<file path="src/design/pack_pkg.sv">
/*
 * frame packer package
 * sizes, word formats and superpacket descriptor and metadata records
 */

package pack_pkg;

    // channel and word geometry
    localparam int CHANNELS   = 4;
    localparam int CH_W       = 2;
    localparam int DATA_W     = 32;
    localparam int DROP_CNT_W = 16;

    // user packet limits
    localparam int PKT_WORDS_MAX = 8;
    localparam int LEN_W         = 4;

    // superpacket limits
    localparam int SPKT_WORDS_MAX = 16;
    localparam int SPKT_LEN_W     = 5;
    localparam logic [SPKT_LEN_W-1:0] SPKT_FULL = SPKT_LEN_W'(SPKT_WORDS_MAX);

    // per lane buffering
    localparam int LANE_DEPTH = 32;
    localparam int DESC_DEPTH = 4;

    // idle close of an open superpacket
    localparam int TIMEOUT_CLK = 24;
    localparam int TIMEOUT_W   = $clog2(TIMEOUT_CLK + 1);
    localparam logic [TIMEOUT_W-1:0] TIMEOUT_LAST = TIMEOUT_W'(TIMEOUT_CLK - 1);

    // one input beat, len only meaningful with sof
    typedef struct packed {
        logic              sof;
        logic              eof;
        logic [CH_W-1:0]   channel;
        logic [LEN_W-1:0]  len;
        logic [DATA_W-1:0] data;
    } in_word_t;

    // word as stored inside a lane
    typedef struct packed {
        logic              sof;
        logic              eof;
        logic [DATA_W-1:0] data;
    } lane_word_t;

    // one closed superpacket
    typedef struct packed {
        logic [SPKT_LEN_W-1:0] words;
        logic [SPKT_LEN_W-1:0] pkts;
    } spkt_desc_t;

    // metadata sent with the first output word
    typedef struct packed {
        logic [CH_W-1:0]       channel;
        logic [SPKT_LEN_W-1:0] words;
        logic [SPKT_LEN_W-1:0] pkts;
    } out_meta_t;

endpackage

</file>
<file path="src/design/pack_dispatch.sv">
/*
 * input dispatcher
 * checks declared packet lengths and routes each accepted packet to its lane
 */

`timescale 1ns/1ps

module pack_dispatch (
    input  logic                                clk,
    input  logic                                arst_n,
    input  logic                                in_vld,
    input  pack_pkg::in_word_t                  in_word,
    output logic [pack_pkg::CHANNELS-1:0]       lane_vld,
    output pack_pkg::lane_word_t                lane_word,
    output logic [pack_pkg::LEN_W-1:0]          lane_len,
    output logic [pack_pkg::DROP_CNT_W-1:0]     drop_cnt
);

    logic                      len_ok;
    logic                      acc_q;
    logic                      acc_now;
    logic [pack_pkg::CH_W-1:0] ch_q;
    logic [pack_pkg::CH_W-1:0] ch_now;
    logic                      in_pkt;
    logic [pack_pkg::CHANNELS-1:0] route;

    assign len_ok = (in_word.len != '0) && (int'(in_word.len) <= pack_pkg::PKT_WORDS_MAX);

    // sof decides, later beats follow the latched decision
    assign acc_now = in_word.sof ? len_ok : acc_q;
    assign ch_now  = in_word.sof ? in_word.channel : ch_q;

    always_comb begin
        route         = '0;
        route[ch_now] = in_vld && acc_now;
    end

    always_ff @(posedge clk or negedge arst_n) begin
        if (!arst_n) begin
            acc_q    <= 1'b0;
            ch_q     <= '0;
            in_pkt   <= 1'b0;
            lane_vld <= '0;
            drop_cnt <= '0;
        end else begin
            lane_vld <= route;
            if (in_vld) begin
                acc_q  <= acc_now;
                ch_q   <= ch_now;
                in_pkt <= !in_word.eof;
            end
            if (in_vld && in_word.sof && !len_ok) begin
                drop_cnt <= drop_cnt + 1'b1;
            end
        end
    end

    always_ff @(posedge clk) begin
        lane_word <= '{sof: in_word.sof, eof: in_word.eof, data: in_word.data};
        lane_len  <= in_word.len;
    end

    a_no_nested_sof: assert property (@(posedge clk) disable iff (!arst_n)
        (in_vld && in_word.sof) |-> !in_pkt);

endmodule

</file>
<file path="config.mk">
export PLATFORM = sky130hd
export DESIGN_NAME = pack_dispatch
export DESIGN_NICKNAME = d
export VERILOG_FILES = /design/src/design/pack_pkg.sv /design/src/design/pack_dispatch.sv
export SDC_FILE = /design/constraint.sdc
export NUM_CORES = 1
export LEC_CHECK = 0
export ABC_AREA = 0
export BUFFER_PORTS_ARGS = -buffer_cell sky130_fd_sc_hd__buf_4
export CELL_PAD_IN_SITES_DETAIL_PLACEMENT = 0
export CELL_PAD_IN_SITES_GLOBAL_PLACEMENT = 2
export CORE_ASPECT_RATIO = 1.4
export CORE_MARGIN = 1.5
export CORE_UTILIZATION = 28
export CTS_BUF_LIST = sky130_fd_sc_hd__clkbuf_8 sky130_fd_sc_hd__clkbuf_16
export CTS_CLUSTER_DIAMETER = 60
export DETAILED_ROUTE_END_ITERATION = 10
export PLACE_DENSITY = 0.81
export REMOVE_ABC_BUFFERS = 1
export SLEW_MARGIN = 20
export SYNTH_ARGS = -nofsm -noshare
export SYNTH_HDL_FRONTEND = slang
export SYNTH_SLANG_ARGS = --single-unit
</file>
<file path="constraint.sdc">
create_clock -name clk -period 4.2 [get_ports clk]
set_input_delay 0.63 -clock clk [delete_from_list [all_inputs] [get_ports clk]]
set_output_delay 0.63 -clock clk [all_outputs]
set_load 0.02 [all_outputs]
</file>
==> reports/qor.csv <==
metric,value,unit
Die Wd,71.5,um
First DRT Iteration DRCs,66,
CTS tree,yes,
maximum buffer depth of the clock tree,2,
list of most frequent post-synthesis cells,"38 x dfxtp_1, 23 x dfrtp_1, 11 x xnor2_1, 10 x nor2_1",
Mapped Avg Cell Area,13.7,um^2
area share of the largest cell type after synthesis,0.413,
post-layout util,0.455,
Setup Crit Path Kind,in2reg,
RSZ-0062 raised after global routing,no,
Clock Latency Late Sink,330,ps
Place WS,1980,ps
Routed WL per cell,12.6,um
Worst Max-Slew Pin Slew,699,ps
cells after synthesis,134,
synth top area cells,"dfxtp_1 41%, dfrtp_1 31%, xnor2_1 5.2%, mux2_2 2.4%, nand4_1 2.4%",
root buf cell,clkbuf_8,
initial core utilization,0.293,
Inserted Diodes,0,
final hold viol count,0,
multi-input logic area,487,um^2
register area share after synthesis,0.726,
critical-path cell list,buf_4 > nor3_4 > mux2i_1 > nand4_1 > xnor2_1,
Tcrit/Tclk final,0.439,
Hold WS,192,ps
family with the most delay on the worst path,multiplexers,
Critical R2R Launch,drop_cnt[3],
Worst Path Required,4410,ps
Pwr Total,1.43,mW
dpl cell area,2680,um^2
DRC viols,0,
Final Slew Violations,0,
htree depth,3,
vias in the first global route,1441,
CP peak stage delay,650,ps
Vias,1383,
Max-slew headroom,0.521,
Clock Pin Slew Worst Setup and Hold Paths,60,ps
type of the most critical hold path,in2async,
# hold bufs at CTS,0,
"crit path setup slack, layout",2360,ps
total gr overflow,0,
"Max FO, Critical Path",8,
post-route cell area,2860,um^2
post-CTS setup buffers,0,
filler instances,626,
area of the die,7080,um^2
number of enable flip-flop cells after synthesis,0,
PD cells,499,nW/um^2
Finished Layout Cells,321,
Critical Path Start Type,input port,
Tot GR Track Use,0.125,
peak supply drop,0.279,mV
largest net degree at the start of global routing,24,
number of I/O port buffers,100,
Ports,101,
placed cells,305,
slowest CP cell,mux2i_1,
R2R cell count,4,
clock skew,4.38,ps
HPWL Detailed,3080,um
Initial DRT Pass Iterations,6,
"Cell Area, Synth",1840,um^2
CTS buffer count,9,
post-CTS sizing,0,
most common cell in the netlist,dfxtp_1,
Fmax,542,MHz
area delta synth->final,55.5,%
Yosys top cell by area,dfxtp_1,
Sink Count,61,
Core ar.,6300,um^2
first-pass GRT wire length,6620,um
Synth Register Bits,61,
Reg area,1340,um^2
Vias/cell,4.31,
reg-to-reg endpoint,drop_cnt[10],
initial antenna violation count,0,
Post-Route WL,4050,um
Main synth FF type,dfxtp_1,
post-layout min period,1840,ps
nets,288,
critical path arrival,2060,ps
chip height,99.0,um
max cap viols,0,
leak pwr,1.40,nW
Rows,34,
CP Capture Type,flip-flop,
outcome,completed,
Final setup viols,0,
synth warn,0,
Setup TNS Final,0,ps
Unique masters post-synth,27,
CP bufs+invs,1,
layout cells sized above 1,0.502,
Final ANT Viol Nets,0,
R2R setup slack,2550,ps
"FFs w/ async S/R, synth",0.377,
gpl congestion,0.693,
## routing by layer
| layer | up-vias | share of wire | GRT usage |
|---|---|---|---|
| met5 | - | 0 | 0 |
| met4 | 0 | 0.0089 | 0.0522 |
| li1 | 672 | - | - |
| met3 | 5 | 0.12 | 0.0828 |
| met2 | 74 | 0.51 | 0.193 |
| met1 | 632 | 0.35 | 0.134 |
## cell type report
cell class,instances,share of cell area
clock buffer,9,0.0433
clock inverter,7,0.0227
inverter,3,0.00393
multi-input combinational,69,0.170
sequential,61,0.467
tap,72,0.0315
timing repair buffer,100,0.262
## worst max-delay path by stage
stage	startpoint	to	slack, ps	depth (start not counted)
final	in_word[33]	drop_cnt[13]	2360	5
after global routing	in_word[33]	drop_cnt[13]	2200	5
after CTS	in_word[33]	drop_cnt[13]	2340	5
after detailed placement	in_word[33]	drop_cnt[12]	1980	5
after global placement	in_word[33]	drop_cnt[10]	2040	5
after floorplan	in_word[33]	drop_cnt[10]	2200	4
## cell families (layout without fill, tap and decap cells)
kind of cell,count (synthesis),in the layout,synth area share
simple gates,43,43,0.130
mux,6,6,0.0380
xor+xnor,16,16,0.0802
flops,61,61,0.726
buf+inv,4,119,0.0102
compound gates,3,3,0.00951
fa+ha+maj,1,1,0.00679
## sequential cells by signal, summed over array words and instances, names as in the netlist
register and count:
lane_vld 4, lane_word 34, acc_q 1, ch_q 2
drop_cnt 16, lane_len 4
## worst reg2reg max path, stage by stage (launching register included)
cell and delay (ps):
dfrtp_1 410, nand4b_1 140, mux2_4 300, or4_4 550, xnor2_2 140
## cells in the final DEF (no fill, tap or decap)
master and instances:
nor2_1 10, buf_4 100, nor3_1 1, mux2i_1 1, or2_2 1, inv_1 4, or4_4 1, dfxtp_1 38
clkbuf_8 9, xnor2_2 1, mux2_2 4, mux2_4 1, ha_1 1, nand3_1 6, xnor2_1 11, inv_4 2
nor4_1 1, nor3b_1 2, clkinv_2 2, clkinv_4 1, or3_2 1, o21ai_0 1, nor3_4 1, xor2_1 4
nand4_1 7, a31oi_1 2, and2_1 1, and3_1 3, bufinv_16 1, nand2_1 7, nand4b_1 1, dfrtp_1 23
## where the power goes
group | internal (mW) | switching [mW]
registers | 0.635 | 0.0501
logic | 0.120 | 0.136
clock network | 0.271 | 0.217
total | 1.03 | 0.403
Note: power is estimated with default switching activity, not from simulation.
