<file path="src/design/pack_pkg.sv">
/*
 * frame packer package
 * sizes, word formats and superpacket descriptor and metadata records
 */

package pack_pkg;

    // channel and word geometry
    localparam int CHANNELS   = 4;
    localparam int CH_W       = 2;
    localparam int DATA_W     = 32;
    localparam int DROP_CNT_W = 16;

    // user packet limits
    localparam int PKT_WORDS_MAX = 8;
    localparam int LEN_W         = 4;

    // superpacket limits
    localparam int SPKT_WORDS_MAX = 16;
    localparam int SPKT_LEN_W     = 5;
    localparam logic [SPKT_LEN_W-1:0] SPKT_FULL = SPKT_LEN_W'(SPKT_WORDS_MAX);

    // per lane buffering
    localparam int LANE_DEPTH = 32;
    localparam int DESC_DEPTH = 4;

    // idle close of an open superpacket
    localparam int TIMEOUT_CLK = 24;
    localparam int TIMEOUT_W   = $clog2(TIMEOUT_CLK + 1);
    localparam logic [TIMEOUT_W-1:0] TIMEOUT_LAST = TIMEOUT_W'(TIMEOUT_CLK - 1);

    // one input beat, len only meaningful with sof
    typedef struct packed {
        logic              sof;
        logic              eof;
        logic [CH_W-1:0]   channel;
        logic [LEN_W-1:0]  len;
        logic [DATA_W-1:0] data;
    } in_word_t;

    // word as stored inside a lane
    typedef struct packed {
        logic              sof;
        logic              eof;
        logic [DATA_W-1:0] data;
    } lane_word_t;

    // one closed superpacket
    typedef struct packed {
        logic [SPKT_LEN_W-1:0] words;
        logic [SPKT_LEN_W-1:0] pkts;
    } spkt_desc_t;

    // metadata sent with the first output word
    typedef struct packed {
        logic [CH_W-1:0]       channel;
        logic [SPKT_LEN_W-1:0] words;
        logic [SPKT_LEN_W-1:0] pkts;
    } out_meta_t;

endpackage

</file>
<file path="src/design/pack_drain.sv">
/*
 * superpacket drain
 * round robin over ready lanes, sends one superpacket at a time with metadata
 */

`timescale 1ns/1ps

module pack_drain (
    input  logic                              clk,
    input  logic                              arst_n,
    input  logic [pack_pkg::CHANNELS-1:0]     desc_rdy,
    input  pack_pkg::spkt_desc_t              desc_head [pack_pkg::CHANNELS],
    output logic [pack_pkg::CHANNELS-1:0]     desc_pop,
    output logic [pack_pkg::CHANNELS-1:0]     word_pop,
    input  pack_pkg::lane_word_t              word_head [pack_pkg::CHANNELS],
    output logic                              out_vld,
    output logic                              out_sof,
    output logic                              out_eof,
    output logic [pack_pkg::DATA_W-1:0]       out_data,
    output pack_pkg::out_meta_t               out_meta
);

    typedef enum logic {ST_IDLE, ST_SEND} state_t;

    state_t                          state;
    logic [pack_pkg::CH_W-1:0]       rr_ptr;
    logic [pack_pkg::CH_W-1:0]       cur_ch;
    logic [pack_pkg::CH_W-1:0]       pick;
    logic                            found;
    logic [pack_pkg::SPKT_LEN_W-1:0] remaining;
    logic                            first;
    pack_pkg::spkt_desc_t            desc_q;
    pack_pkg::lane_word_t            cur_word;

    // first ready lane at or after rr_ptr
    always_comb begin
        logic [pack_pkg::CH_W-1:0] idx;
        found = 1'b0;
        pick  = rr_ptr;
        for (int i = pack_pkg::CHANNELS - 1; i >= 0; i--) begin
            idx = rr_ptr + i[pack_pkg::CH_W-1:0];
            if (desc_rdy[idx]) begin
                found = 1'b1;
                pick  = idx;
            end
        end
    end

    always_comb begin
        desc_pop = '0;
        word_pop = '0;
        if (state == ST_IDLE) begin
            desc_pop[pick] = found;
        end else begin
            word_pop[cur_ch] = 1'b1;
        end
    end

    assign cur_word = word_head[cur_ch];

    always_ff @(posedge clk or negedge arst_n) begin
        if (!arst_n) begin
            state     <= ST_IDLE;
            rr_ptr    <= '0;
            cur_ch    <= '0;
            remaining <= '0;
            first     <= 1'b0;
            out_vld   <= 1'b0;
            out_sof   <= 1'b0;
            out_eof   <= 1'b0;
        end else begin
            out_vld <= (state == ST_SEND);
            out_sof <= (state == ST_SEND) && first;
            out_eof <= (state == ST_SEND) && (remaining == 1);
            if (state == ST_IDLE) begin
                if (found) begin
                    state     <= ST_SEND;
                    cur_ch    <= pick;
                    rr_ptr    <= pick + 1'b1;
                    remaining <= desc_head[pick].words;
                    first     <= 1'b1;
                end
            end else begin
                first     <= 1'b0;
                remaining <= remaining - 1'b1;
                if (remaining == 1) begin
                    state <= ST_IDLE;
                end
            end
        end
    end

    always_ff @(posedge clk) begin
        if (state == ST_IDLE && found) begin
            desc_q <= desc_head[pick];
        end
        if (state == ST_SEND) begin
            out_data <= cur_word.data;
        end
        if (state == ST_SEND && first) begin
            out_meta <= '{channel: cur_ch, words: desc_q.words, pkts: desc_q.pkts};
        end
    end

    // descriptor count and lane word framing must agree
    a_last_is_eof: assert property (@(posedge clk) disable iff (!arst_n)
        (state == ST_SEND && remaining == 1) |-> cur_word.eof);

endmodule

</file>
<file path="config.mk">
export PLATFORM = sky130hd
export DESIGN_NAME = pack_drain
export DESIGN_NICKNAME = d
export VERILOG_FILES = /design/src/design/pack_pkg.sv /design/src/design/pack_drain.sv
export SDC_FILE = /design/constraint.sdc
export NUM_CORES = 1
export LEC_CHECK = 0
export BUFFER_PORTS_ARGS = -buffer_cell sky130_fd_sc_hd__clkbuf_2
export CORE_ASPECT_RATIO = 1.4
export CORE_MARGIN = 2
export CORE_UTILIZATION = 38
export DETAILED_ROUTE_END_ITERATION = 7
export GPL_TIMING_DRIVEN = 1
export PLACE_DENSITY_LB_ADDON = 0.12
export SLEW_MARGIN = 10
export SYNTH_ARGS = -nofsm -noshare
export SYNTH_HDL_FRONTEND = slang
export SYNTH_SLANG_ARGS = --single-unit
</file>
<file path="constraint.sdc">
create_clock -name clk -period 2.2 [get_ports clk]
set_input_delay 0.22 -clock clk [delete_from_list [all_inputs] [get_ports clk]]
set_output_delay 0.22 -clock clk [all_outputs]
set_load 0.01 [all_outputs]
</file>
==> results of run 1 <==
[critical path: cells and delay by family (launching register included)]
kind | cells | cell delay [ps]
AOI/OAI and AO/OA | 2 | 710
buffers and inverters | 1 | 200
DFF | 1 | 400
muxes | 1 | 520
and+or+nand+nor | 1 | 90
[cell usage in the layout (no fill, tap or decap), types with 3 or more instances in the layout]
cell type	n
buf_12	3
buf_4	6
clkbuf_1	3
clkbuf_16	9
clkbuf_2	228
dfrtp_1	12
edfxtp_1	54
inv_1	4
mux4_1	3
mux4_2	39
nand2_1	11
nor2_1	11
nor2b_1	3
nor3_1	3
o21ai_0	4
[sequential cells by signal, indices dropped and copies added, names as in the netlist]
signal and count:
out_sof 1, out_meta 12, out_vld 1, desc_q 10, out_eof 1, remaining 5
out_data 32, rr_ptr 2, state 1, first 1, cur_ch 2
[repair_timing]
item | CTS | global route
setup endpoints to repair | 0 | 1
resized for setup | 0 | 1
hold buffers | 1 | 0
endpoints found under the hold margin | 14 | 0
[report_power, final]
part           total [mW]  switching (mW)  internal, mW
combinational        2.46            1.12          1.35
clock                1.25           0.466         0.787
sequential           2.34           0.300          2.04
[layer usage]
layer	vias up	share of wire, %	track usage, %
li1	1261	-	-
met1	1314	33	19.4
met2	128	57	36.0
met3	11	8.1	5.51
met4	0	1.6	6.67
met5	-	0	0
[kinds of logic after synthesis]
logic type | count (synthesis)
xor+xnor | 3
simple gates | 42
flops | 68
mux | 42
fa+ha+maj | 2
compound gates | 16
buf+inv | 18
[worst max path at each step]
stage	startpoint	endpoint	slack, ps	cells past startpoint
after floorplan	state$_DFF_PN0_	desc_pop[3]	100	4
after global placement	desc_rdy[0]	remaining[0]$_DFFE_PN0P_	160	6
after detailed placement	desc_rdy[0]	remaining[0]$_DFFE_PN0P_	110	6
after CTS	rr_ptr[1]$_DFFE_PN0P_	desc_pop[1]	90	6
after global routing	rr_ptr[0]$_DFFE_PN0P_	desc_pop[1]	50	6
final	rr_ptr[0]$_DFFE_PN0P_	remaining[0]$_DFFE_PN0P_	150	5
[metrics by stage]
stage	instance area, µm²	hold WS [ps]
after detailed placement	4740	166
after global routing	5020	281
final	5020	284
after CTS	5010	276
after global placement	4740	161
after floorplan	3410	-75.6
[area by class of cell]
class / instances / area (µm²) / area share (%)
timing repair buffer: 238 / 1260 / 25.0
inverter: 5 / 18.8 / 0.374
clock buffer: 13 / 250 / 4.98
clock inverter: 3 / 16.3 / 0.324
tap: 105 / 131 / 2.62
antenna: 1 / 2.50 / 0.0498
multi-input combinational: 105 / 1370 / 27.3
sequential: 68 / 1970 / 39.3
==> metrics.yaml, run 1 <==
finish:
  drive_above_1_share_pct: 68.3
  final_nets: 611
  area_delta_synth_final_pct: 47.2
  fin_cells: 538
  fill_cells: 727
  final_util_pct: 58.0
yosys:
  synth_compound_area_share_pct: 4.07
  netlist_area_um2: 3410
  synthDistinctLibCells: 38
  synth.avg_cell_area_um2: 17.9
  ys_seq_elements: 68
  synth_edf_count: 54
  synth_commonest_cells: "54 x edfxtp_1, 39 x mux4_2, 14 x dfrtp_1"
  synth-adder-area-share_pct: 0.733
  ys_seq_area_share_pct: 57.8
  synth_top_family_by_area: "multiplexers"
  yosysWarnings: 0
  yosysTopAreaCell: "edfxtp_1"
  syn_nets: 375
  yosys.area_share.simple_pct: 6.38
  yosysMostFrequentCell: "edfxtp_1"
  ys_dominant_reg_cell: "edfxtp_1"
  async_reset_ff_share_pct: 20.6
  synthTopCellsByArea: "edfxtp_1 48%, mux4_2 26%, dfrtp_1 10%, mux4_1 2.3%, nand2_1 1.2%"
  synthXorXnorAreaFrac_pct: 0.770
  syn_inst: 191
  synth_top_area_share_pct: 47.5
  synthMuxAreaShare_pct: 28.0
run:
  max_cap_viol_count: 0
die:
  start_util_pct: 39.4
  pin_count: 237
  coreArea_um2: 8660
  dieHeight_um: 116
  die_area_um2: 9770
  die_x_um: 84.1
  rows: 40
drt:
  avgRoutedWirePerCell_um: 16.8
  drtIter0Drc: 66
  drtAntennaViolNets: 0
  dr.pass1.iters: 4
  num_vias: 2714
  totalWireLength_um: 9030
  drt_drc_violations_left: 0
  viasPerCell: 5.04
sta:
  fin_tns_setup_ps: 0
  finalSetupViolCount: 0
  rsz0062_at_grt: "no"
  period_share_pct: 93.1
  tightest_slew_ps: 553
  fin_worst_skew_ps: 6.82
  setup_slack_ps: 152
  period_minus_slack_ps: 2050
  max_freq_mhz: 488
  maxSlewViolCount: 0
  hold_viol_final: 0
  max_slew_margin_pct: 63.2
power_and_ir_drop:
  p_total_mw: 6.05
  vdd.ir_drop.worst_mv: 0.622
  p_leak_nw: 2.31
  powerDensity_nw_per_um2: 1200
critical_path:
  cp-end-kind: "flop"
  start_kind: "flop"
  critPathKind: "flop to flop"
  critical_path.max_stage_delay_ps: 520
  reg2reg_depth: 5
  cp.required_ps: 2400
  cp_slowest_cell: "mux4_2"
  r2r-end: "remaining[0]$_DFFE_PN0P_"
  crit_fanout: 15
  crit_chain: "nor2b_1 -> o41ai_4 -> buf_12 -> mux4_2 -> a221o_1"
  crit_arrival_ps: 2240
  r2r_slack_ps: 150
  r2r-start: "rr_ptr[0]$_DFFE_PN0P_"
global_routing:
  globalRouteTotalUtil_pct: 18.8
  grt_overflow: 0
  grt_max_degree: 29
  grt_pass1_wl_um: 14000
  grt_pass1_vias: 2800
  antenna_found_initial: 1
placed_design:
  port_buffers: 228
  gp_congestion: 0.779
  dp.cells: 520
  place_ws_ps: 106
  place_hpwl_um: 7600
cts:
  clk_path_buf_depth: 2
  cts-root-buf: "clkbuf_16"
  cts_max_level: 3
  clk_pin_slew_ps: 60
  clock_latency_ps: 320
  cts_sinks: 68
  cts_setup_buffers: 0
  cts_tree: "built"
  cts_made_buffers: 9
worst_hold_path:
  hold-path-endpoint: "out_data[9]$_DFFE_PP_"
  hold_path_startpoint: "word_head[43]"
  holdPathStages: 2
  hold_class: "input pin to flop"
status:
  run_status: "finished, final reports clean"
Power figures use the tool's default switching activity.
==> run 2, diff against run 1 <==
SETUP_SLACK_MARGIN = 0.5   (was not set)
==> run 2 against run 1 <==
Via count increased by 1.4%. Global-route usage decreased by 0.51 points. Die area unchanged.
==> metrics.yaml, run 2 (same netlist as run 1, synthesis figures left out) <==
power_and_ir_drop:
  combinationalPowerShare_pct: 44.6
  p_leak_nw: 2.42
  netSwitchingPower_mw: 1.92
  swShare_pct: 30.2
  powerDensity_nw_per_um2: 1230
  seq_power_share_pct: 34.9
  p_clk_share_pct: 20.5
  vdd.ir_drop.worst_mv: 0.851
  p_total_mw: 6.37
  p_int_mw: 4.45
die:
  dieHeight_um: 116
  pin_count: 237
  die_area_um2: 9770
  start_util_pct: 39.4
  die_x_um: 84.1
  coreArea_um2: 8660
  rows: 40
placed_design:
  port_buffers: 228
  gp_congestion: 0.770
  dp.cells: 517
  place_ws_ps: 126
  placed_area_um2: 4710
  place_hpwl_um: 7010
cts:
  clock_latency_ps: 320
  cts_max_level: 3
  cts_tree: "built"
  clk_path_buf_depth: 2
  clk_pin_slew_ps: 50
  cts_sinks: 68
  cts-root-buf: "clkbuf_16"
  cts_made_buffers: 9
global_routing:
  grt_max_degree: 40
  met2_usage_pct: 34.2
  grt.busiest_layer: "met2"
  grt_overflow: 0
  grt_pass1_wl_um: 13600
  grt_use_met3_pct: 4.45
  use_met1_pct: 19.6
  globalRouteTotalUtil_pct: 18.3
  grt_pass1_vias: 2833
  antenna_found_initial: 0
finish:
  final_cell_mix: "226 x clkbuf_2, 54 x edfxtp_1, 42 x mux4_2"
  antenna_cells: 0
  reg_top3: "out_data (32), out_meta (12), desc_q (10)"
  final_nets: 622
  final_common_cell: "clkbuf_2"
  fin_area_um2: 5200
  final_util_pct: 60.1
  fin_cells: 548
  largest_reg_flops: 32
  area_delta_synth_final_pct: 52.4
  drive_above_1_share_pct: 72.0
  top_register: "out_data"
drt:
  totalWireLength_um: 9040
  dr.pass1.iters: 4
  num_vias: 2752
  avgRoutedWirePerCell_um: 16.5
  drtIter0Drc: 102
  viasPerCell: 5.02
  drtAntennaViolNets: 0
  drt_drc_violations_left: 0
run:
  max_cap_viol_count: 0
sta:
  max_slew_margin_pct: 75.0
  setup_slack_ps: 180
  rsz0062_at_grt: "yes"
  holdWs_ps: 285
  period_share_pct: 91.8
  max_freq_mhz: 495
  hold_viol_final: 0
  fin_worst_skew_ps: 5.13
  period_minus_slack_ps: 2020
  finalSetupViolCount: 0
  maxSlewViolCount: 0
  tightest_slew_ps: 375
  fin_tns_setup_ps: 0
critical_path:
  cp.required_ps: 2400
  crit_chain: "nand2_2 -> nor2_1 -> o41ai_4 -> buf_12 -> mux4_2 -> a221o_1"
  cp-end-kind: "flop"
  critical_path.max_stage_delay_ps: 510
  cp_slowest_cell: "mux4_2"
  crit_arrival_ps: 2220
  cp_num_buf_inv: 1
  start_kind: "flop"
  crit_family: "compound AO/OA/AOI/OAI gates"
  critPathKind: "flop to flop"
  crit_fanout: 6
worst_hold_path:
  hold_class: "input pin to flop"
status:
  run_status: "finished, final reports clean"
run 2: changes by cell type in the layout (fill, tap and decap cells not counted), sizes merged:
cell / change
bufbuf: +1
clkinvlp: -1
diode: -1
buf: +11
run 2: final timing paths:
check	start	endpoint	slack (ps)	cells past startpoint
worst max-delay path	rr_ptr[1]$_DFFE_PN0P_	remaining[0]$_DFFE_PN0P_	180	6
worst min-delay path	word_head[19]	out_data[19]$_DFFE_PP_	280	2
worst max register to register	rr_ptr[1]$_DFFE_PN0P_	remaining[0]$_DFFE_PN0P_	180	6
worst min register to register	desc_q[4]$_DFFE_PP_	out_meta[4]$_DFFE_PP_	420	0
max in group asynchronous	arst_n	cur_ch[0]$_DFFE_PN0P_	1550	2
min in group asynchronous	arst_n	remaining[4]$_DFFE_PN0P_	350	2
run 2: what timing repair did:
item | in CTS | in global routing
hold endpoints to repair | 14 | 0
cloned | 1 | 1
setup endpoints to repair | 23 | 22
hold buffers | 1 | 0
pin swaps | 0 | 2
gates resized for setup | 15 | 7
setup buffers | 9 | 3
run 2: metal layers:
metal | share of wire (%) | wire length (µm)
met3 | 7.7 | 696
met2 | 57 | 5140
met4 | 1.9 | 176
met5 | 0 | 0
met1 | 33 | 3030
run 2: power groups by stage:
stage          sequential [mW]  combinational, mW  clock (mW)
6_report                  2.23               2.84        1.31
4_1_cts                   2.23               2.84        1.34
3_3_place_gp              2.28               2.50           0
5_1_grt                   2.28               3.09        1.41
2_1_floorplan             2.44               1.48           0
3_5_place_dp              2.30               2.51           0
run 2: layout make-up:
type / count / area, µm²
tap: 105 / 131
clock inverter: 2 / 8.76
clock buffer: 14 / 274
timing repair buffer: 249 / 1400
inverter: 5 / 23.8
sequential: 68 / 1980
fill: 711 / 3460
multi-input combinational: 105 / 1390
==> run 3, diff against run 2 <==
RECOVER_POWER = 50   (was not set)
==> run 3 against run 2 <==
Core utilization decreased by 1.1 points. Flip-flop and latch count unchanged. Cell count unchanged. Power decreased by 1.8%. Count of clock-buffer cells in the layout unchanged.
==> metrics.yaml, run 3 (same netlist as run 1, synthesis figures left out) <==
status:
  run_status: "finished, final reports clean"
finish:
  final_common_cell: "clkbuf_2"
  antenna_cells: 0
  largest_reg_flops: 32
  area_delta_synth_final_pct: 49.5
  drive_above_1_share_pct: 60.3
  final_util_pct: 58.9
  final_cell_mix: "179 x clkbuf_2, 54 x clkbuf_1, 54 x edfxtp_1"
  top_register: "out_data"
  fill_cells: 728
  reg_top3: "out_data (32), out_meta (12), desc_q (10)"
  final_nets: 622
cts:
  cts_made_buffers: 9
  cts_tree: "built"
  clock_latency_ps: 320
  cts_max_level: 3
  clk_pin_slew_ps: 50
  cts-root-buf: "clkbuf_16"
  cts_sinks: 68
  clk_path_buf_depth: 2
placed_design:
  gp_congestion: 0.770
  port_buffers: 228
  place_ws_ps: 126
  place_hpwl_um: 7010
drt:
  drt_drc_violations_left: 0
  totalWireLength_um: 9110
  num_vias: 2761
  avgRoutedWirePerCell_um: 16.6
  drtAntennaViolNets: 0
  viasPerCell: 5.04
  drtIter0Drc: 103
  dr.pass1.iters: 4
die:
  dieHeight_um: 116
  die_area_um2: 9770
  rows: 40
  die_x_um: 84.1
  pin_count: 237
  coreArea_um2: 8660
  start_util_pct: 39.4
global_routing:
  grt_pass1_vias: 2833
  antenna_found_initial: 0
  grt_max_degree: 40
  grt_overflow: 0
  globalRouteTotalUtil_pct: 18.3
  grt_pass1_wl_um: 13600
sta:
  hold_viol_final: 0
  period_minus_slack_ps: 2020
  maxSlewViolCount: 0
  max_slew_margin_pct: 32.7
  fin_worst_skew_ps: 4.66
  holdWs_ps: 286
  finalSetupViolCount: 0
  period_share_pct: 91.8
  max_freq_mhz: 495
  tightest_slew_ps: 1010
  fin_tns_setup_ps: 0
  setup_slack_ps: 181
  rsz0062_at_grt: "yes"
power_and_ir_drop:
  p_total_mw: 6.26
  p_leak_nw: 2.25
  powerDensity_nw_per_um2: 1230
  vdd.ir_drop.worst_mv: 0.862
critical_path:
  crit_chain: "nand2_2 -> nor2_1 -> o41ai_4 -> buf_12 -> mux4_2 -> a221o_1"
  cp-end-kind: "flop"
  crit_fanout: 6
  cp_slowest_cell: "mux4_2"
  critical_path.max_stage_delay_ps: 510
  start_kind: "flop"
  cp.required_ps: 2400
  critPathKind: "flop to flop"
  crit_arrival_ps: 2220
worst_hold_path:
  hold_class: "input pin to flop"
run:
  max_cap_viol_count: 0
[run 3: cell types whose count changed in the layout (fill, tap and decap cells not counted), sizes merged]
cell	change
clkbuf	+4
buf	-4
[run 3: worst paths after layout]
check / startpoint / end / slack (ps) / depth (start not counted)
setup / recovery: rr_ptr[1]$_DFFE_PN0P_ / remaining[0]$_DFFE_PN0P_ / 180 / 6
hold / removal: word_head[19] / out_data[19]$_DFFE_PP_ / 290 / 2
setup reg to reg: rr_ptr[1]$_DFFE_PN0P_ / remaining[0]$_DFFE_PN0P_ / 180 / 6
hold reg to reg: desc_q[4]$_DFFE_PP_ / out_meta[4]$_DFFE_PP_ / 420 / 0
max in group asynchronous: arst_n / state$_DFF_PN0_ / 1100 / 2
min in group asynchronous: arst_n / remaining[4]$_DFFE_PN0P_ / 510 / 2
[run 3: timing repair]
| action | 4_1_cts | 5_1_grt |
|---|---|---|
| buffers inserted | 9 | 3 |
| setup endpoints to repair | 23 | 22 |
| hold endpoints to repair | 14 | 0 |
| resized for setup | 15 | 7 |
| gates cloned | 1 | 1 |
| pin swaps | 0 | 2 |
| hold buffers | 1 | 0 |
[run 3: stage by stage]
stage                     std cells  cell area [µm²]
after global placement          517             4710
after detailed placement        517             4710
after global routing            548             5100
after CTS                       544             5140
final                           548             5100
after floorplan                 191             3430
[run 3: cell type report]
cell class	instances	area, µm²	share of cell area [%]
multi-input cells	105	1390	27.2
inverters	5	23.8	0.466
clock buffers	14	274	5.37
repair buffers	249	1300	25.4
clock inverters	2	8.76	0.172
flip-flops and latches	68	1980	38.8
well taps	105	131	2.57
[run 3: power by group]
part | leakage (nW) | internal [mW] | switching, mW | total, mW
Combinational | 1.41 | 1.44 | 1.28 | 2.73
Clock | 0.140 | 0.848 | 0.458 | 1.31
Sequential | 0.701 | 2.04 | 0.181 | 2.23
[run 3: metal layers]
metal  track usage (%)  vias up  share of wire [%]
met5                 0        -                  0
met4              7.96        0                1.9
met3              4.45       14                7.6
met2              34.2      157                 56
met1              19.6     1307                 34
li1                  -     1283                  -
[run 3: worst max-delay path, delay by kind of cell (launching register included)]
kind                   cells  cell delay (ps)
flip-flops                 1              440
multiplexers               1              510
AND/OR/NAND/NOR            2              140
buffers and inverters      1              170
AO/OA/AOI/OAI              2              630
