<file path="src/design/pack_pkg.sv">
/*
 * frame packer package
 * sizes, word formats and superpacket descriptor and metadata records
 */

package pack_pkg;

    // channel and word geometry
    localparam int CHANNELS   = 4;
    localparam int CH_W       = 2;
    localparam int DATA_W     = 32;
    localparam int DROP_CNT_W = 16;

    // user packet limits
    localparam int PKT_WORDS_MAX = 8;
    localparam int LEN_W         = 4;

    // superpacket limits
    localparam int SPKT_WORDS_MAX = 16;
    localparam int SPKT_LEN_W     = 5;
    localparam logic [SPKT_LEN_W-1:0] SPKT_FULL = SPKT_LEN_W'(SPKT_WORDS_MAX);

    // per lane buffering
    localparam int LANE_DEPTH = 32;
    localparam int DESC_DEPTH = 4;

    // idle close of an open superpacket
    localparam int TIMEOUT_CLK = 24;
    localparam int TIMEOUT_W   = $clog2(TIMEOUT_CLK + 1);
    localparam logic [TIMEOUT_W-1:0] TIMEOUT_LAST = TIMEOUT_W'(TIMEOUT_CLK - 1);

    // one input beat, len only meaningful with sof
    typedef struct packed {
        logic              sof;
        logic              eof;
        logic [CH_W-1:0]   channel;
        logic [LEN_W-1:0]  len;
        logic [DATA_W-1:0] data;
    } in_word_t;

    // word as stored inside a lane
    typedef struct packed {
        logic              sof;
        logic              eof;
        logic [DATA_W-1:0] data;
    } lane_word_t;

    // one closed superpacket
    typedef struct packed {
        logic [SPKT_LEN_W-1:0] words;
        logic [SPKT_LEN_W-1:0] pkts;
    } spkt_desc_t;

    // metadata sent with the first output word
    typedef struct packed {
        logic [CH_W-1:0]       channel;
        logic [SPKT_LEN_W-1:0] words;
        logic [SPKT_LEN_W-1:0] pkts;
    } out_meta_t;

endpackage

</file>
<file path="src/design/pack_fifo.sv">
/*
 * show-ahead synchronous FIFO
 * generic payload type, reports the number of free entries
 */

`timescale 1ns/1ps

module pack_fifo #(
    parameter type payload_t = logic [7:0],
    parameter int  DEPTH     = 4
) (
    input  logic                         clk,
    input  logic                         arst_n,
    input  logic                         wr,
    input  payload_t                     wr_data,
    input  logic                         rd,
    output payload_t                     rd_data,
    output logic                         empty,
    output logic [$clog2(DEPTH+1)-1:0]   free
);

    localparam int AW = $clog2(DEPTH);
    localparam int CW = $clog2(DEPTH + 1);
    localparam logic [AW-1:0] LAST_IDX  = AW'(DEPTH - 1);
    localparam logic [CW-1:0] FULL_FREE = CW'(DEPTH);

    payload_t      mem [DEPTH];
    logic [AW-1:0] wr_ptr;
    logic [AW-1:0] rd_ptr;

    // head entry is always visible
    assign rd_data = mem[rd_ptr];
    assign empty   = (free == FULL_FREE);

    always_ff @(posedge clk) begin
        if (wr) begin
            mem[wr_ptr] <= wr_data;
        end
    end

    always_ff @(posedge clk or negedge arst_n) begin
        if (!arst_n) begin
            wr_ptr <= '0;
            rd_ptr <= '0;
            free   <= FULL_FREE;
        end else begin
            if (wr) begin
                wr_ptr <= (wr_ptr == LAST_IDX) ? '0 : wr_ptr + 1'b1;
            end
            if (rd) begin
                rd_ptr <= (rd_ptr == LAST_IDX) ? '0 : rd_ptr + 1'b1;
            end
            case ({wr, rd})
                2'b10:   free <= free - 1'b1;
                2'b01:   free <= free + 1'b1;
                default: free <= free;
            endcase
        end
    end

    a_no_overflow: assert property (@(posedge clk) disable iff (!arst_n) wr |-> free != '0);
    a_no_underflow: assert property (@(posedge clk) disable iff (!arst_n) rd |-> !empty);

endmodule

</file>
<file path="src/design/pack_lane.sv">
/*
 * per channel packing lane
 * buffers words, closes superpackets by size or idle timeout, queues descriptors
 */

`timescale 1ns/1ps

module pack_lane (
    input  logic                           clk,
    input  logic                           arst_n,
    input  logic                           word_vld,
    input  pack_pkg::lane_word_t           word,
    input  logic [pack_pkg::LEN_W-1:0]     pkt_len,
    input  logic                           word_pop,
    output pack_pkg::lane_word_t           word_head,
    output logic                           desc_rdy,
    input  logic                           desc_pop,
    output pack_pkg::spkt_desc_t           desc_head,
    output logic                           lane_drop
);

    logic [$clog2(pack_pkg::LANE_DEPTH+1)-1:0] word_free;
    logic [$clog2(pack_pkg::DESC_DEPTH+1)-1:0] desc_free;
    logic                                      desc_empty;

    // open superpacket state
    logic [pack_pkg::SPKT_LEN_W-1:0] spkt_words;
    logic [pack_pkg::SPKT_LEN_W-1:0] spkt_pkts;
    logic [pack_pkg::TIMEOUT_W-1:0]  idle_cnt;
    logic                            in_pkt;
    logic                            drop_pkt;

    logic                            fits;
    logic                            wr_word;
    logic                            close_sof;
    logic                            close_eof;
    logic                            close_tmo;
    logic                            desc_wr;
    pack_pkg::spkt_desc_t            desc_wdata;
    logic [pack_pkg::SPKT_LEN_W-1:0] words_base;
    logic [pack_pkg::SPKT_LEN_W-1:0] pkts_base;
    logic [pack_pkg::SPKT_LEN_W-1:0] words_next;
    logic [pack_pkg::SPKT_LEN_W-1:0] pkts_next;

    // whole packet must fit at its sof
    assign fits    = int'(pkt_len) <= int'(word_free);
    assign wr_word = word_vld && (word.sof ? fits : !drop_pkt);

    // next packet would overflow the open superpacket
    assign close_sof = word_vld && word.sof && fits &&
                       (int'(spkt_words) + int'(pkt_len) > pack_pkg::SPKT_WORDS_MAX);

    assign words_base = close_sof ? '0 : spkt_words;
    assign pkts_base  = close_sof ? '0 : spkt_pkts;
    assign words_next = words_base + {{(pack_pkg::SPKT_LEN_W-1){1'b0}}, wr_word};
    assign pkts_next  = pkts_base + {{(pack_pkg::SPKT_LEN_W-1){1'b0}}, wr_word && word.eof};

    assign close_eof = wr_word && word.eof && (words_next == pack_pkg::SPKT_FULL);
    assign close_tmo = !word_vld && !in_pkt && (spkt_words != '0) &&
                       (idle_cnt == pack_pkg::TIMEOUT_LAST);

    assign desc_wr    = close_sof || close_eof || close_tmo;
    assign desc_wdata = close_eof ? '{words: pack_pkg::SPKT_FULL, pkts: pkts_next}
                                  : '{words: spkt_words, pkts: spkt_pkts};
    assign desc_rdy   = !desc_empty;

    always_ff @(posedge clk or negedge arst_n) begin
        if (!arst_n) begin
            spkt_words <= '0;
            spkt_pkts  <= '0;
            idle_cnt   <= '0;
            in_pkt     <= 1'b0;
            drop_pkt   <= 1'b0;
            lane_drop  <= 1'b0;
        end else begin
            lane_drop <= word_vld && word.sof && !fits;
            if (word_vld) begin
                in_pkt <= !word.eof;
                if (word.sof) begin
                    drop_pkt <= !fits;
                end
            end
            if (close_eof || close_tmo) begin
                spkt_words <= '0;
                spkt_pkts  <= '0;
            end else begin
                spkt_words <= words_next;
                spkt_pkts  <= pkts_next;
            end
            // timer only runs between packets with something open
            if (word_vld || close_tmo || in_pkt || spkt_words == '0) begin
                idle_cnt <= '0;
            end else begin
                idle_cnt <= idle_cnt + 1'b1;
            end
        end
    end

    pack_fifo #(
        .payload_t (pack_pkg::lane_word_t),
        .DEPTH     (pack_pkg::LANE_DEPTH)
    ) word_fifo (
        .clk     (clk),
        .arst_n  (arst_n),
        .wr      (wr_word),
        .wr_data (word),
        .rd      (word_pop),
        .rd_data (word_head),
        .empty   (),
        .free    (word_free)
    );

    pack_fifo #(
        .payload_t (pack_pkg::spkt_desc_t),
        .DEPTH     (pack_pkg::DESC_DEPTH)
    ) desc_fifo (
        .clk     (clk),
        .arst_n  (arst_n),
        .wr      (desc_wr),
        .wr_data (desc_wdata),
        .rd      (desc_pop),
        .rd_data (desc_head),
        .empty   (desc_empty),
        .free    (desc_free)
    );

    a_desc_room: assert property (@(posedge clk) disable iff (!arst_n)
        desc_wr |-> desc_free != '0);

endmodule

</file>
<file path="config.mk">
export PLATFORM = sky130hd
export DESIGN_NAME = pack_lane
export DESIGN_NICKNAME = d
export VERILOG_FILES = /design/src/design/pack_pkg.sv /design/src/design/pack_fifo.sv /design/src/design/pack_lane.sv
export SDC_FILE = /design/constraint.sdc
export NUM_CORES = 1
export LEC_CHECK = 0
export ABC_AREA = 1
export BUFFER_PORTS_ARGS = -buffer_cell sky130_fd_sc_hd__buf_2
export CORE_MARGIN = 10
export CORE_UTILIZATION = 50
export DETAILED_ROUTE_END_ITERATION = 12
export PLACE_DENSITY = 0.65
export SLEW_MARGIN = 20
export SYNTH_ARGS = -nofsm -noshare
export SYNTH_HDL_FRONTEND = slang
export SYNTH_SLANG_ARGS = --single-unit
</file>
<file path="constraint.sdc">
create_clock -name clk -period 6.01 [get_ports clk]
set_input_delay 0.601 -clock clk [delete_from_list [all_inputs] [get_ports clk]]
set_output_delay 0.601 -clock clk [all_outputs]
set_load 0.05 [all_outputs]
</file>
==> reports/qor.log, run 1 <==
[status] status finished clean
[global_route] global routing's busiest layer met2
[clock_network] Worst-path clk slew 0.06 ns
[global_route] met2 Resource Use GR 0.3524
[place] weighted congestion reported at the end of routability-driven placement 0.8174
[yosys] Main synth FF type sky130_fd_sc_hd__edfxtp_1
[clock_network] cts bufs inserted 114
[clock_network] insertion delay of the later-clocked pin in the worst-skew pair 0.71 ns
[routing] remaining number of nets flagged by the antenna check after routing 0
[worst_setup_path] data required time at the worst endpoint 5.41 ns
[yosys] sequential element share of the synthesized area 0.7529
[global_route] number of antenna violations at the first check in global routing 9
[routing] via count 29530
[clock_network] Max Root-Sink Buffers 3
[die] starting density of the core 0.5050
[worst_setup_path] Top delay family on crit path buffers and inverters
[sta] Slew HR 0.2598
[power_and_ir_drop] proportion of power drawn by flip-flops and latches 0.397
[finish] Post-Layout Cell Count 4874
[sta] setup repair after global routing missed its margin false
[worst_setup_path] cell with the biggest individual delay on the critical path sky130_fd_sc_hd__nor2_4
[sta] # setup viols final 0
[global_route] via count of the first global-routing pass 28160
[clock_network] setup bufs post-CTS 0
[global_route] aggregate global-route resource usage 0.2269
[sta] number of pins with negative max-slew slack in the final report 0
[power_and_ir_drop] combinational cell fraction of total power 0.320
[sta] transition at the pin with the smallest max-transition slack 1.108 ns
[worst_setup_path] signal arrival time at the worst endpoint 4.12 ns
[routing] Post-Route WL 123500 um
[global_route] global route overflow 0
[job] number of maximum-capacitance violations 0
[die] site row count 111
[place] placed wire-length estimate 67840 um
[power_and_ir_drop] share of power burned in the clock network 0.283
[worst_setup_path] worst path bufs/invs 4
[clock_network] number of levels in the clock H-tree 3
[clock_network] clock root buffer master sky130_fd_sc_hd__clkbuf_16
[place] port buffer count 88
[power_and_ir_drop] switching share of total power 0.3777
[worst_setup_path] biggest fanout along the worst timing path 30
[worst_setup_path] type of the worst setup path reg -> out
[die] die outline area 105300 um^2
[yosys] Synth warnings 0
[yosys] count of flip-flops with a built-in enable after synthesis 1128
[yosys] syn nets 3574
[sta] total negative setup slack 0 ns
[yosys] synthesized area per cell 13.26 um^2
[place] worst slack, placed 1.246 ns
[routing] Initial DRT Pass Iterations 5
[routing] Post-route DRC 0
[sta] smallest setup slack after layout 1.292 ns
[yosys] top-area cell type share of the netlist area 0.7307
[clock_network] total clock sinks 1169
[die] vertical die dimension 324.5 um
[yosys] summed instance area of the synthesized netlist 46360 um^2
[worst_setup_path] startpoint kind of the worst setup timing path register
[sta] final worst-path cycle share 0.7850
[worst_setup_path] Largest stage delay, worst path 1.02 ns
[power_and_ir_drop] power per unit of standard cell area 472.5 nW/um^2
[sta] Final min period 4.718 ns
[routing] per-cell via count in the routed design 6.059
[sta] highest clock frequency the design can meet 0.2120 GHz
[sta] worst clock skew 0.02443 ns
[global_route] M3 GR Usage 0.04262
[routing] initial detailed-routing violation count 3626
[routing] average detailed-routed wire length per instance 25.34 um
[yosys] post-synthesis register bit count 1169
[yosys] dominant cells by area after synthesis sky130_fd_sc_hd__edfxtp_1 (73%), sky130_fd_sc_hd__o21ai_0 (6.3%), sky130_fd_sc_hd__nor2_1 (5.2%)
[yosys] cell type contributing the most total cell area after synthesis sky130_fd_sc_hd__edfxtp_1
[yosys] number of distinct library cell variants in the gate-level netlist after synthesis 42
[power_and_ir_drop] power spent charging and discharging nets 9.251 mW
[place] Placement Cell Area 48220 um^2
[global_route] GR Layer Usage met1 0.3282
[place] placed cells 4662
[clock_network] post-CTS resize count 0
[clock_network] # hold bufs at CTS 0
[power_and_ir_drop] leakage power of the design 16.91 nW
[global_route] first-pass GRT wire length 183700 um
[finish] share of the core filled with cells 0.5647
[power_and_ir_drop] worst voltage drop across the vdd grid 635.6 uV
[worst_hold_path] path category of the worst min-delay check in -> async
[sta] final-report hold violation count 0
[finish] area grow syn2layout 11.83%
[yosys] Cells after Synth 3497
[global_route] maximum number of pins on one net before global-route repair 148
[finish] Layout Nets 3612
[worst_setup_path] endpoint kind of the worst setup timing path primary output
[worst_setup_path] sequence of cells on the critical path clkinv_2 -> nor2_4 -> buf_4 -> nand2_1 -> nand3_1 -> o21ai_1 -> inv_1 -> buf_2
[power_and_ir_drop] Int Pwr 15.24 mW
[yosys] Synth async-reset ratio 0.03507
[die] I/O pin total 89
[finish] share of layout cells above drive strength 1 0.1020
[die] Die X-Extent 324.5 um
[finish] final std cell area, no fill 51840 um^2
[clock_network] CTS tree yes
[die] Core Region 91800 um^2
-- sequential cells by signal, indices dropped and copies added (netlist names) --
signal / count
idle_cnt: 5
spkt_pkts: 5
in_pkt: 1
desc_fifo.wr_ptr: 2
word_fifo.free: 6
desc_fifo.free: 3
spkt_words: 5
desc_fifo.rd_ptr: 2
lane_drop: 1
desc_fifo.mem: 40
word_fifo.mem: 1088
word_fifo.rd_ptr: 5
drop_pkt: 1
word_fifo.wr_ptr: 5
-- cell usage in the layout (no fill, tap or decap), drive strengths merged, types with 28 or more instances in the layout --
cell type  netlist  routed
nand3          103     103
dfrtp           39      39
ha              31      31
nand2          206     206
edfxtp        1128    1128
o211ai          28      28
o22ai          186     186
buf             80     155
clkinv           5      45
clkbuf         153     155
nor2           643     643
o21ai          616     616
inv             91      96
o221ai         100     100
-- power by group through the flow --
stage,registers (mW),clock network (mW),logic [mW]
3_5_place_dp,9.88,0,7.78
5_1_grt,9.75,7.35,8.48
2_1_floorplan,9.72,0,5.11
3_3_place_gp,9.87,0,7.71
4_1_cts,9.71,7.01,7.82
6_report,9.72,6.93,7.84
-- metal layers --
metal  up-vias  share of wire  routed length (um)
met5         -        0.00011                  13
met4         2          0.025                3062
met3       201          0.096               11800
met2      1402           0.46               56730
met1     14800           0.42               51890
li1      13130              -                   -
-- metrics by stage --
stage	power [mW]	hold WS, ns
detailed placement	17.66	0.4491
global placement	17.58	0.4474
finish	24.49	0.04164
CTS	24.54	0.05026
global route	25.57	0.09310
floorplan	14.83	0.3054
-- worst reg2reg max path, delay by kind of cell, from the launching register on --
family                     cells  cell delay (ns)
AOI/OAI and AO/OA              1             0.26
adders and majority gates      6             1.74
buffers and inverters          3             0.19
DFF                            1             0.40
muxes                          1             0.26
and+or+nand+nor               13             1.47
-- kinds of logic (layout without fill, tap and decap cells) --
kind of cell	after synthesis	after routing	synth area share
AND/OR/NAND/NOR	990	990	0.08621
other	0	3	0
buffers and inverters	329	460	0.02947
multiplexers	1	1	0.0002429
adder cells (fa/ha/maj)	34	34	0.009663
XOR/XNOR	10	10	0.001890
flip-flops	1169	1169	0.7529
AO/OA/AOI/OAI	964	964	0.1196
-- cell type report --
class,count,area (um^2)
tap,1243,1555
clock inverter,54,513.0
clock buffer,155,3098
inverter,96,382.9
sequential,1169,34910
fill,7281,39960
multi-input combinational,1999,10330
timing repair buffer,155,1044
antenna,3,7.507
-- synthesized netlist by cell type (2+ instances only) --
master                     instances
sky130_fd_sc_hd__edfxtp_1       1128
sky130_fd_sc_hd__nor2_1          643
sky130_fd_sc_hd__o21ai_0         579
sky130_fd_sc_hd__nand2_1         199
sky130_fd_sc_hd__o22ai_1         186
sky130_fd_sc_hd__clkbuf_1        153
sky130_fd_sc_hd__o221ai_1        100
sky130_fd_sc_hd__nand3_1          98
sky130_fd_sc_hd__inv_1            89
sky130_fd_sc_hd__buf_2            66
sky130_fd_sc_hd__dfrtp_1          39
sky130_fd_sc_hd__o21ai_1          34
sky130_fd_sc_hd__ha_1             31
sky130_fd_sc_hd__o211ai_1         28
sky130_fd_sc_hd__nand4_1          26
sky130_fd_sc_hd__a21oi_1          22
sky130_fd_sc_hd__nor3_1            8
sky130_fd_sc_hd__xor2_1            7
sky130_fd_sc_hd__buf_1             6
sky130_fd_sc_hd__nand2_2           6
sky130_fd_sc_hd__a211oi_1          5
sky130_fd_sc_hd__clkinv_1          5
sky130_fd_sc_hd__buf_4             4
sky130_fd_sc_hd__buf_6             3
sky130_fd_sc_hd__fa_1              3
sky130_fd_sc_hd__nand3_2           3
sky130_fd_sc_hd__o21ai_2           3
sky130_fd_sc_hd__xnor2_1           3
sky130_fd_sc_hd__a31oi_1           2
sky130_fd_sc_hd__dfstp_2           2
sky130_fd_sc_hd__inv_2             2
sky130_fd_sc_hd__nand3_4           2
sky130_fd_sc_hd__o21a_1            2
sky130_fd_sc_hd__o311ai_0          2
-- final timing paths --
kind / startpoint / endpoint / slack [ns] / depth (start not counted)
max: word_fifo.rd_ptr[3] / word_head[9] / 1.29 / 8
min: arst_n / desc_fifo.rd_ptr[0] / 0.04 / 1
max reg2reg: spkt_words[0] / desc_fifo.free[1] / 1.57 / 24
min reg2reg: idle_cnt[0] / idle_cnt[0] / 0.46 / 1
max in group asynchronous: arst_n / word_fifo.rd_ptr[1] / 5.24 / 1
min in group clk: word_vld / in_pkt / 0.12 / 2
Note: power is estimated with default switching activity, not from simulation.
==> inputs of run 2 (changes only) <==
Settings changed: PLACE_DENSITY 0.65 to 0.67.
Clock period 6.01 ns to 4.2 ns, I/O delays scaled along.
==> run 2 against run 1 <==
Against the previous run: setup slack lost 1.1 ns; critical path depth is the same; design area grew 1.1%; non-clock buffer count grew 42; clock-buffer cell count shrank 6; power grew 44%; flip-flop and latch count is the same.
==> reports/qor.log, run 2 (synthesized netlist as in run 1, its figures left out) <==
[status] status finished clean [unchanged]
[finish] number of flip-flops in the largest register 1088 [unchanged]
[routing] remaining number of nets flagged by the antenna check after routing 0 [unchanged]
[finish] Layout Nets 3654 [was 3612]
[die] Die X-Extent 324.5 um [unchanged]
[sta] smallest setup slack after layout 0.1959 ns [was 1.292 ns]
[global_route] maximum number of pins on one net before global-route repair 155 [was 148]
[global_route] M3 GR Usage 0.04165 [was 0.04262]
[finish] Post-Layout Cell Count 4920 [was 4874]
[routing] Post-route DRC 0 [unchanged]
[sta] highest clock frequency the design can meet 0.2497 GHz
[power_and_ir_drop] overall power consumption 35.33 mW [was 24.49 mW]
[routing] Post-Route WL 126500 um [was 123500 um]
[sta] final-report hold violation count 0 [unchanged]
[routing] initial detailed-routing violation count 3999 [was 3626]
[worst_setup_path] startpoint kind of the worst setup timing path register [unchanged]
[worst_setup_path] type of the worst setup path reg -> out [unchanged]
[finish] final std cell area, no fill 52430 um^2 [was 51840 um^2]
[sta] worst clock skew 0.02488 ns [was 0.02443 ns]
[finish] Filler Cell Count 7271 [was 7281]
[clock_network] insertion delay of the later-clocked pin in the worst-skew pair 0.69 ns [was 0.71 ns]
[die] die outline area 105300 um^2 [unchanged]
[routing] per-cell via count in the routed design 6.102 [was 6.059]
[place] port buffer count 88 [unchanged]
[power_and_ir_drop] worst voltage drop across the vdd grid 1191 uV [was 635.6 uV]
[place] Placement Cell Area 48770 um^2 [was 48220 um^2]
[clock_network] number of levels in the clock H-tree 3 [unchanged]
[finish] most common library cell in the layout ignoring fill and taps sky130_fd_sc_hd__edfxtp_1 [unchanged]
[clock_network] CTS tree yes [unchanged]
[global_route] GR Layer Usage met1 0.3369 [was 0.3282]
[global_route] number of antenna violations at the first check in global routing 12 [was 9]
[routing] via count 30020 [was 29530]
[finish] commonest cells after routing, fill and taps aside sky130_fd_sc_hd__edfxtp_1 (1128), sky130_fd_sc_hd__nor2_1 (612), sky130_fd_sc_hd__o21ai_0 (579), sky130_fd_sc_hd__nand2_1 (199), sky130_fd_sc_hd__o22ai_1 (186) [was sky130_fd_sc_hd__edfxtp_1 (1128), sky130_fd_sc_hd__nor2_1 (614), sky130_fd_sc_hd__o21ai_0 (579), sky130_fd_sc_hd__nand2_1 (199), sky130_fd_sc_hd__o22ai_1 (186)]
[sta] Final min period 4.004 ns
[global_route] via count of the first global-routing pass 28500 [was 28160]
[sta] transition at the pin with the smallest max-transition slack 0.8351 ns [was 1.108 ns]
[global_route] met2 Resource Use GR 0.3586 [was 0.3524]
[power_and_ir_drop] leakage power of the design 17.18 nW [was 16.91 nW]
[clock_network] Worst-path clk slew 0.06 ns [about the same]
[worst_setup_path] biggest fanout along the worst timing path 19 [was 30]
[clock_network] Max Root-Sink Buffers 3 [unchanged]
[sta] Slew HR 0.4432 [was 0.2598]
[place] placed cells 4700 [was 4662]
[place] placed wire-length estimate 65860 um [was 67840 um]
[routing] Initial DRT Pass Iterations 5 [unchanged]
[worst_hold_path] path category of the worst min-delay check in -> reg [was in -> async]
[worst_setup_path] data required time at the worst endpoint 3.78 ns [was 5.41 ns]
[finish] top flop regs word_fifo.mem (1088), desc_fifo.mem (40), word_fifo.free (6) [unchanged]
[job] number of maximum-capacitance violations 0 [unchanged]
[routing] average detailed-routed wire length per instance 25.70 um [was 25.34 um]
[sta] # setup viols final 0 [unchanged]
[place] worst slack, placed -0.02436 ns [was 1.246 ns]
[worst_setup_path] reg-to-reg slack, setup 0.25 ns [was 1.57 ns]
[die] starting density of the core 0.5050 [unchanged]
[global_route] aggregate global-route resource usage 0.2325 [was 0.2269]
[die] site row count 111 [unchanged]
[power_and_ir_drop] power per unit of standard cell area 673.9 nW/um^2 [was 472.5 nW/um^2]
[global_route] global routing's busiest layer met2 [unchanged]
[worst_setup_path] endpoint kind of the worst setup timing path primary output [unchanged]
[clock_network] cts bufs inserted 114 [unchanged]
[place] weighted congestion reported at the end of routability-driven placement 0.7980 [was 0.8174]
[finish] share of layout cells above drive strength 1 0.1135 [was 0.1020]
[die] I/O pin total 89 [unchanged]
[sta] number of pins with negative max-slew slack in the final report 0 [unchanged]
[global_route] global route overflow 0 [unchanged]
[die] Core Region 91800 um^2 [unchanged]
[worst_setup_path] signal arrival time at the worst endpoint 3.58 ns [was 4.12 ns]
[clock_network] total clock sinks 1169 [unchanged]
[finish] area grow syn2layout 13.10% [was 11.83%]
[clock_network] clock root buffer master sky130_fd_sc_hd__clkbuf_16 [unchanged]
[sta] final worst-path cycle share 0.9534
[global_route] first-pass GRT wire length 186800 um [was 183700 um]
[finish] share of the core filled with cells 0.5711 [was 0.5647]
[finish] Most flops, register word_fifo.mem [unchanged]
[die] vertical die dimension 324.5 um [unchanged]
==> run 2: cell types whose count changed in the layout (fill, tap and decap cells not counted), moves of 3 or more <==
cell                            previous run  this run
sky130_fd_sc_hd__buf_12                    8        29
sky130_fd_sc_hd__buf_4                    59        79
sky130_fd_sc_hd__clkbuf_8                  7         0
sky130_fd_sc_hd__clkinv_1                 27        31
sky130_fd_sc_hd__clkinv_2                 15        23
sky130_fd_sc_hd__dlygate4sd3_1             0         3
sky130_fd_sc_hd__ha_1                     31        28
sky130_fd_sc_hd__inv_6                     3         0
==> run 2: per-layer routing <==
layer,wire length [um],part of all wire
met2,57840,0.46
met1,52300,0.41
met4,3517,0.028
met3,12770,0.10
met5,40,0.00032
==> run 2: final timing paths <==
path / start / to / cells after the start
worst max-delay path: word_fifo.rd_ptr[2] / word_head[13] / 8
worst min-delay path: word[33] / lane_drop / 3
worst max register to register: spkt_words[0] / desc_fifo.free[1] / 22
worst min register to register: idle_cnt[0] / idle_cnt[0] / 1
max in group asynchronous: arst_n / word_fifo.rd_ptr[1] / 2
min in group asynchronous: arst_n / desc_fifo.rd_ptr[0] / 2
==> run 2: power by group <==
group / switching (mW) / internal, mW / total (mW)
Combinational: 8.66 / 3.01 / 11.7
Sequential: 0.348 / 13.5 / 13.8
Clock: 4.29 / 5.55 / 9.84
==> run 2: area by class of cell <==
class	instances	area, um^2	area share
repair buffers	197	1634	0.03117
diodes	4	10.01	0.0001909
clock buffers	149	3027	0.05773
multi-input cells	1999	10370	0.1979
well taps	1243	1555	0.02966
flip-flops and latches	1169	34910	0.6659
clock inverters	63	538.0	0.01026
inverters	96	377.9	0.007207
==> run 2: stage by stage <==
| stage | setup TNS, ns | hold slack (ns) |
|---|---|---|
| after detailed placement | -0.02436 | 0.4548 |
| after floorplan | 0 | 0.1244 |
| after global routing | -0.01624 | 0.04768 |
| after CTS | 0 | 0.01263 |
| after global placement | 0 | 0.4502 |
| final | 0 | 0.04610 |
==> run 2: what timing repair did <==
item,4_1_cts,5_1_grt
endpoints found under the hold margin,42,0
gates resized for setup,0,10
hold buffers,3,0
setup buffers,0,1
endpoints found under the setup margin,0,12
==> run 2: worst max-delay path, cell delays in order (launching register included) <==
cell,delay [ns]
sky130_fd_sc_hd__dfrtp_4,0.63
sky130_fd_sc_hd__nand2_1,0.17
sky130_fd_sc_hd__clkinv_2,0.48
sky130_fd_sc_hd__buf_12,0.38
sky130_fd_sc_hd__nand2_1,0.08
sky130_fd_sc_hd__nand3_1,0.13
sky130_fd_sc_hd__o21ai_1,0.44
sky130_fd_sc_hd__inv_1,0.28
sky130_fd_sc_hd__buf_2,0.28
